### config.mk
export PLATFORM = sky130hd
export DESIGN_NAME = icache_refill
export DESIGN_NICKNAME = d
export VERILOG_FILES = /design/src/icache_pkg.sv /design/src/icache_refill.sv
export SDC_FILE = /design/constraint.sdc
export NUM_CORES = 1
export LEC_CHECK = 0
export BUFFER_PORTS_ARGS = -buffer_cell sky130_fd_sc_hd__buf_2
export CORE_MARGIN = 2
export CORE_UTILIZATION = 45
export DETAILED_ROUTE_END_ITERATION = 8
export PLACE_DENSITY_LB_ADDON = 0.1
export SLEW_MARGIN = 20
export SYNTH_ARGS = -nofsm -noshare
export SYNTH_HDL_FRONTEND = slang
export SYNTH_SLANG_ARGS = --single-unit
export TNS_END_PERCENT = 20
### constraint.sdc
create_clock -name clk -period 8.2 [get_ports clk]
set_clock_uncertainty 0.2 [all_clocks]
set_input_delay 1.23 -clock clk [delete_from_list [all_inputs] [get_ports clk]]
set_output_delay 1.23 -clock clk [all_outputs]
set_load 0.02 [all_outputs]
### src/icache_pkg.sv
// ================================================
// shared types and constants of the instruction cache
// direct mapped, 1024 lines of 256 bits, 32-bit byte addresses
// word 0 of a line sits in the lowest bits
// ================================================
`default_nettype none

package icache_pkg;

   // ================================================
   // address split
   // ================================================
   localparam int IDX_LO         = 5;     // bits [4:0] are the byte offset inside a line
   localparam int TAG_LO         = 15;    // bits [14:5] select the line
   localparam int N_LINES        = 1024;  // number of lines in the data and tag RAMs
   localparam int WORDS_PER_LINE = 8;     // a refill reads this many 32-bit words

   // byte address as seen on both buses
   typedef logic [31:0] addr_t;

   // one instruction word
   typedef logic [31:0] word_t;

   // a full cache line, word 0 in bits [31:0]
   typedef word_t [WORDS_PER_LINE-1:0] line_t;

   // upper address bits kept in the tag RAM
   typedef logic [31-TAG_LO:0] tag_t;

   // line index, also the RAM address
   typedef logic [TAG_LO-IDX_LO-1:0] index_t;

   // counts the beats of one refill
   typedef logic [$clog2(WORDS_PER_LINE)-1:0] beat_t;

endpackage

`default_nettype wire
### src/icache_refill.sv
// ================================================
// Wishbone classic master that fetches one cache line
// eight single reads at rising word addresses, one in flight at a time
// any bus error ends the cycle at once and the line is thrown away
// ================================================
`timescale 1ns/1ps
`default_nettype none

module icache_refill (
   input  wire logic              clk,
   input  wire logic              rst_n,
   // request from the controller
   input  wire logic              refill_start,
   input  wire icache_pkg::addr_t refill_adr,
   output      logic              refill_done,
   output      logic              refill_fail,
   output      icache_pkg::line_t refill_line,
   // memory bus
   output      logic              mem_cyc,
   output      logic              mem_stb,
   output      logic              mem_we,
   output      icache_pkg::addr_t mem_adr,
   input  wire logic              mem_ack,
   input  wire logic              mem_err,
   input  wire icache_pkg::word_t mem_dat
);

   import icache_pkg::*;

   typedef enum logic {
      st_idle,   // waiting for refill_start
      st_bus     // cycle open, one beat outstanding
   } state_t;

   state_t            state;
   beat_t             beat;        // beat currently on the bus
   logic [31:IDX_LO]  line_base;   // tag and index of the line being fetched
   line_t             line_q;      // words shift in from the top

   localparam beat_t LAST_BEAT = beat_t'(WORDS_PER_LINE - 1);

   // ================================================
   // bus outputs
   // ================================================
   // cyc and stb stay up for the whole line, the address moves on after each ack
   assign mem_cyc     = (state == st_bus);
   assign mem_stb     = (state == st_bus);
   assign mem_we      = 1'b0;                            // the cache never writes memory
   assign mem_adr     = {line_base, beat, 2'b00};        // word aligned, beat picks the word
   assign refill_line = line_q;

   // ================================================
   // beat sequencing
   // ================================================
   always_ff @(posedge clk or negedge rst_n) begin
      if (!rst_n) begin
         state       <= st_idle;
         beat        <= '0;
         refill_done <= 1'b0;
         refill_fail <= 1'b0;
      end else begin
         refill_done <= 1'b0;   // both replies are single-cycle pulses
         refill_fail <= 1'b0;
         case (state)
            st_idle: begin
               if (refill_start) begin
                  state <= st_bus;
                  beat  <= '0;   // always start at word 0 of the line
               end
            end
            st_bus: begin
               if (mem_err) begin
                  // abandon the line, the controller leaves it invalid
                  state       <= st_idle;
                  refill_fail <= 1'b1;
               end else if (mem_ack) begin
                  if (beat == LAST_BEAT) begin
                     state       <= st_idle;
                     refill_done <= 1'b1;   // line_q holds all eight words in this cycle
                  end else begin
                     beat <= beat + 1'b1;
                  end
               end
            end
            default: state <= st_idle;
         endcase
      end
   end

   // ================================================
   // line assembly
   // ================================================
   always_ff @(posedge clk) begin
      if ((state == st_idle) && refill_start) begin
         line_base <= refill_adr[31:IDX_LO];   // offset bits of the miss address are dropped
      end
      if ((state == st_bus) && mem_ack && !mem_err) begin
         // after eight shifts the first word fetched lands in slot 0
         line_q <= {mem_dat, line_q[WORDS_PER_LINE-1:1]};
      end
   end

endmodule

`default_nettype wire

==> results.sh <==
export IMPL_outcome="complete, no violations"
export IMPL_gp_congestion=0.778
export IMPL_post_cts_resized=0
export IMPL_htree_levels=1
export IMPL_grt_pass1_wl_um=24700
export IMPL_worst_setup_path_type="in -> reg"
export IMPL_clkLatencyLatePin_ps=520
export IMPL_final_nets=768
export IMPL_crit_arrival_ps=3210
export IMPL_globalRouteOverflowTotal=0
export IMPL_r2r_start="mem_cyc"
export IMPL_via_per_inst=4.54
export IMPL_antenna_cells=0
export IMPL_slew_headroom_pct=27.1
export IMPL_finalPower_mw=3.13
export IMPL_start_util_pct=45.6
export IMPL_final_max_slew_viol_count=0
export IMPL_period_minus_slack_ps=3270
export IMPL_whs_ps=238
export IMPL_setup_viol=0
export IMPL_rsz0062_at_grt="false"
export IMPL_reg2reg_slack_ps=5360
export IMPL_period_share_pct=39.9
export IMPL_drive_gt1_share_pct=55.0
export IMPL_ant_nets=0
export IMPL_synthCells=314
export IMPL_cts_setup_buffers=0
export IMPL_fmax_mhz=306
export IMPL_ys_ff_latch=289
export IMPL_cts_sinks=289
export IMPL_hold_class="reg -> reg"
export IMPL_tns_ps=0
export IMPL_cts_tree="built"
export IMPL_vdd_drop_max_v=0.000185
export IMPL_yosysWarnings=0
export IMPL_fin_ws_ps=4930
export IMPL_root_buffer="clkbuf_16"
export IMPL_grt_pass1_vias=4463
export IMPL_crit_end="refill_line[204]"
export IMPL_reg2reg_to="refill_line[204]"
export IMPL_first_iter_violations=185
export IMPL_drc=0
export IMPL_wl_um=17800
export IMPL_vias=4454
export IMPL_leakagePower_nw=4.58
export IMPL_cts_buffer_depth=3
export IMPL_syn_to_final_growth_pct=33.6
export IMPL_hp_start="refill_line[139]"
export IMPL_critical_path_max_fanout=201
export IMPL_synth_seq_area_share_pct=98.1
export IMPL_drv_cap=0
export IMPL_cp_required_ps=8140
export IMPL_hold_viol_final=0
export IMPL_wire_per_inst_um=18.2
export IMPL_core_area_um2=19300
export IMPL_die_h_um=144
export IMPL_antenna_found_initial=0
export IMPL_place_ws_ps=4450
export IMPL_grt_max_degree=202
export IMPL_syn_area_um2=8810
export IMPL_worst_pin_slew_ps=1090
export IMPL_cp_start_kind="input pin"
export IMPL_dpl_hpwl_um=12500
export IMPL_ctsHoldBuffers=0
export IMPL_path_clk_slew_ps=60
export IMPL_gr_usage_all_layers_pct=15.9
export IMPL_die_w_um=144
export IMPL_reg2regPathDepth=3
export IMPL_fp_row_count=51
export IMPL_startpoint="mem_err"
export IMPL_ys_types=15
export IMPL_timing_critical_path_to_type="register"
export IMPL_ios=362
export IMPL_first_pass_iters=4
export IMPL_port_buffers=353
export IMPL_power_density_nw_per_um2=265
export IMPL_syn_avg_cell_area_um2=28.1
export IMPL_die_area_um2=20700
export IMPL_cts_buffers_inserted=29
cells by family after synthesis:
kind of cell / share of synthesized area (%)
adder cells (fa/ha/maj): 0.284
buffers and inverters: 0.383
AND/OR/NAND/NOR: 0.923
AO/OA/AOI/OAI: 0.114
other: 0.0426
multiplexers: 0.114
flip-flops: 98.1
cells in the final DEF (no fill, tap or decap), drive strengths merged:
master and count:
o21ai 2, buf 354, and2b 1, nand2b 1, inv 2, mux2i 1, nand2 8, conb 3
ha 2, clkbuf 36, edfxtp 283, clkinvlp 1, and2 2, bufinv 2, clkinv 9, dfrtp 6
and4bb 1, and3 1
layer usage:
metal,vias up,routed length [um],global-route usage [%]
li1,2026,-,-
met1,2154,6380,17.9
met2,239,9080,27.6
met3,35,1900,6.00
met4,0,468,5.99
met5,-,0,0
synthesized netlist by cell type (all sizes together):
| cell type | instances | area (um^2) |
|---|---|---|
| buf | 4 | 30.0 |
| ha | 2 | 25.0 |
| o21ai | 2 | 10.0 |
| dfrtp | 6 | 150 |
| mux2i | 1 | 10.0 |
| edfxtp | 283 | 8500 |
| nand2 | 8 | 30.0 |
| nand2b | 1 | 6.26 |
| inv | 1 | 3.75 |
| and2b | 1 | 8.76 |
| conb | 1 | 3.75 |
| and2 | 2 | 13.8 |
| and3 | 1 | 6.26 |
| and4bb | 1 | 16.3 |
final cells by class:
class                   instances  area, um^2
well taps                     265         332
fillers                      1475        7560
repair buffers                354        1790
clock buffers                  36         752
multi-input cells              22         140
clock inverters                13         115
flip-flops and latches        289        8650
inverters                       1        3.75
state kept, by name (all words and copies together) (netlist names):
| register | flops |
|---|---|
| refill_line | 256 |
| line_base | 27 |
| beat | 3 |
| mem_cyc | 1 |
| refill_done | 1 |
| refill_fail | 1 |
through the flow:
step | instance area, um^2 | util [%] | std cells
final | 11800 | 60.9 | 980
after global routing | 11800 | 60.9 | 980
after CTS | 11800 | 60.9 | 980
after detailed placement | 10900 | 56.4 | 931
after global placement | 10900 | 56.4 | 931
after floorplan | 8820 | - | 316
critical path: stages:
cell	delay, ps
buf_2	110
and2b_2	210
and2_4	620
buf_12	760
report_power, final:
group          internal [mW]  switching, mW  total, mW
clock                  0.707          0.506       1.21
combinational         0.0524          0.140      0.192
sequential              1.70         0.0252       1.72
how the worst min path moves through the flow:
stage               cells after the start          endpoint  slack [ps]
floorplan                               0    refill_line[0]         390
global placement                        0  refill_line[153]         220
global route                            0  refill_line[131]         240
CTS                                     0  refill_line[219]         240
finish                                  0  refill_line[107]         240
detailed placement                      0  refill_line[219]         230
(Power assumes the default switching activity.)
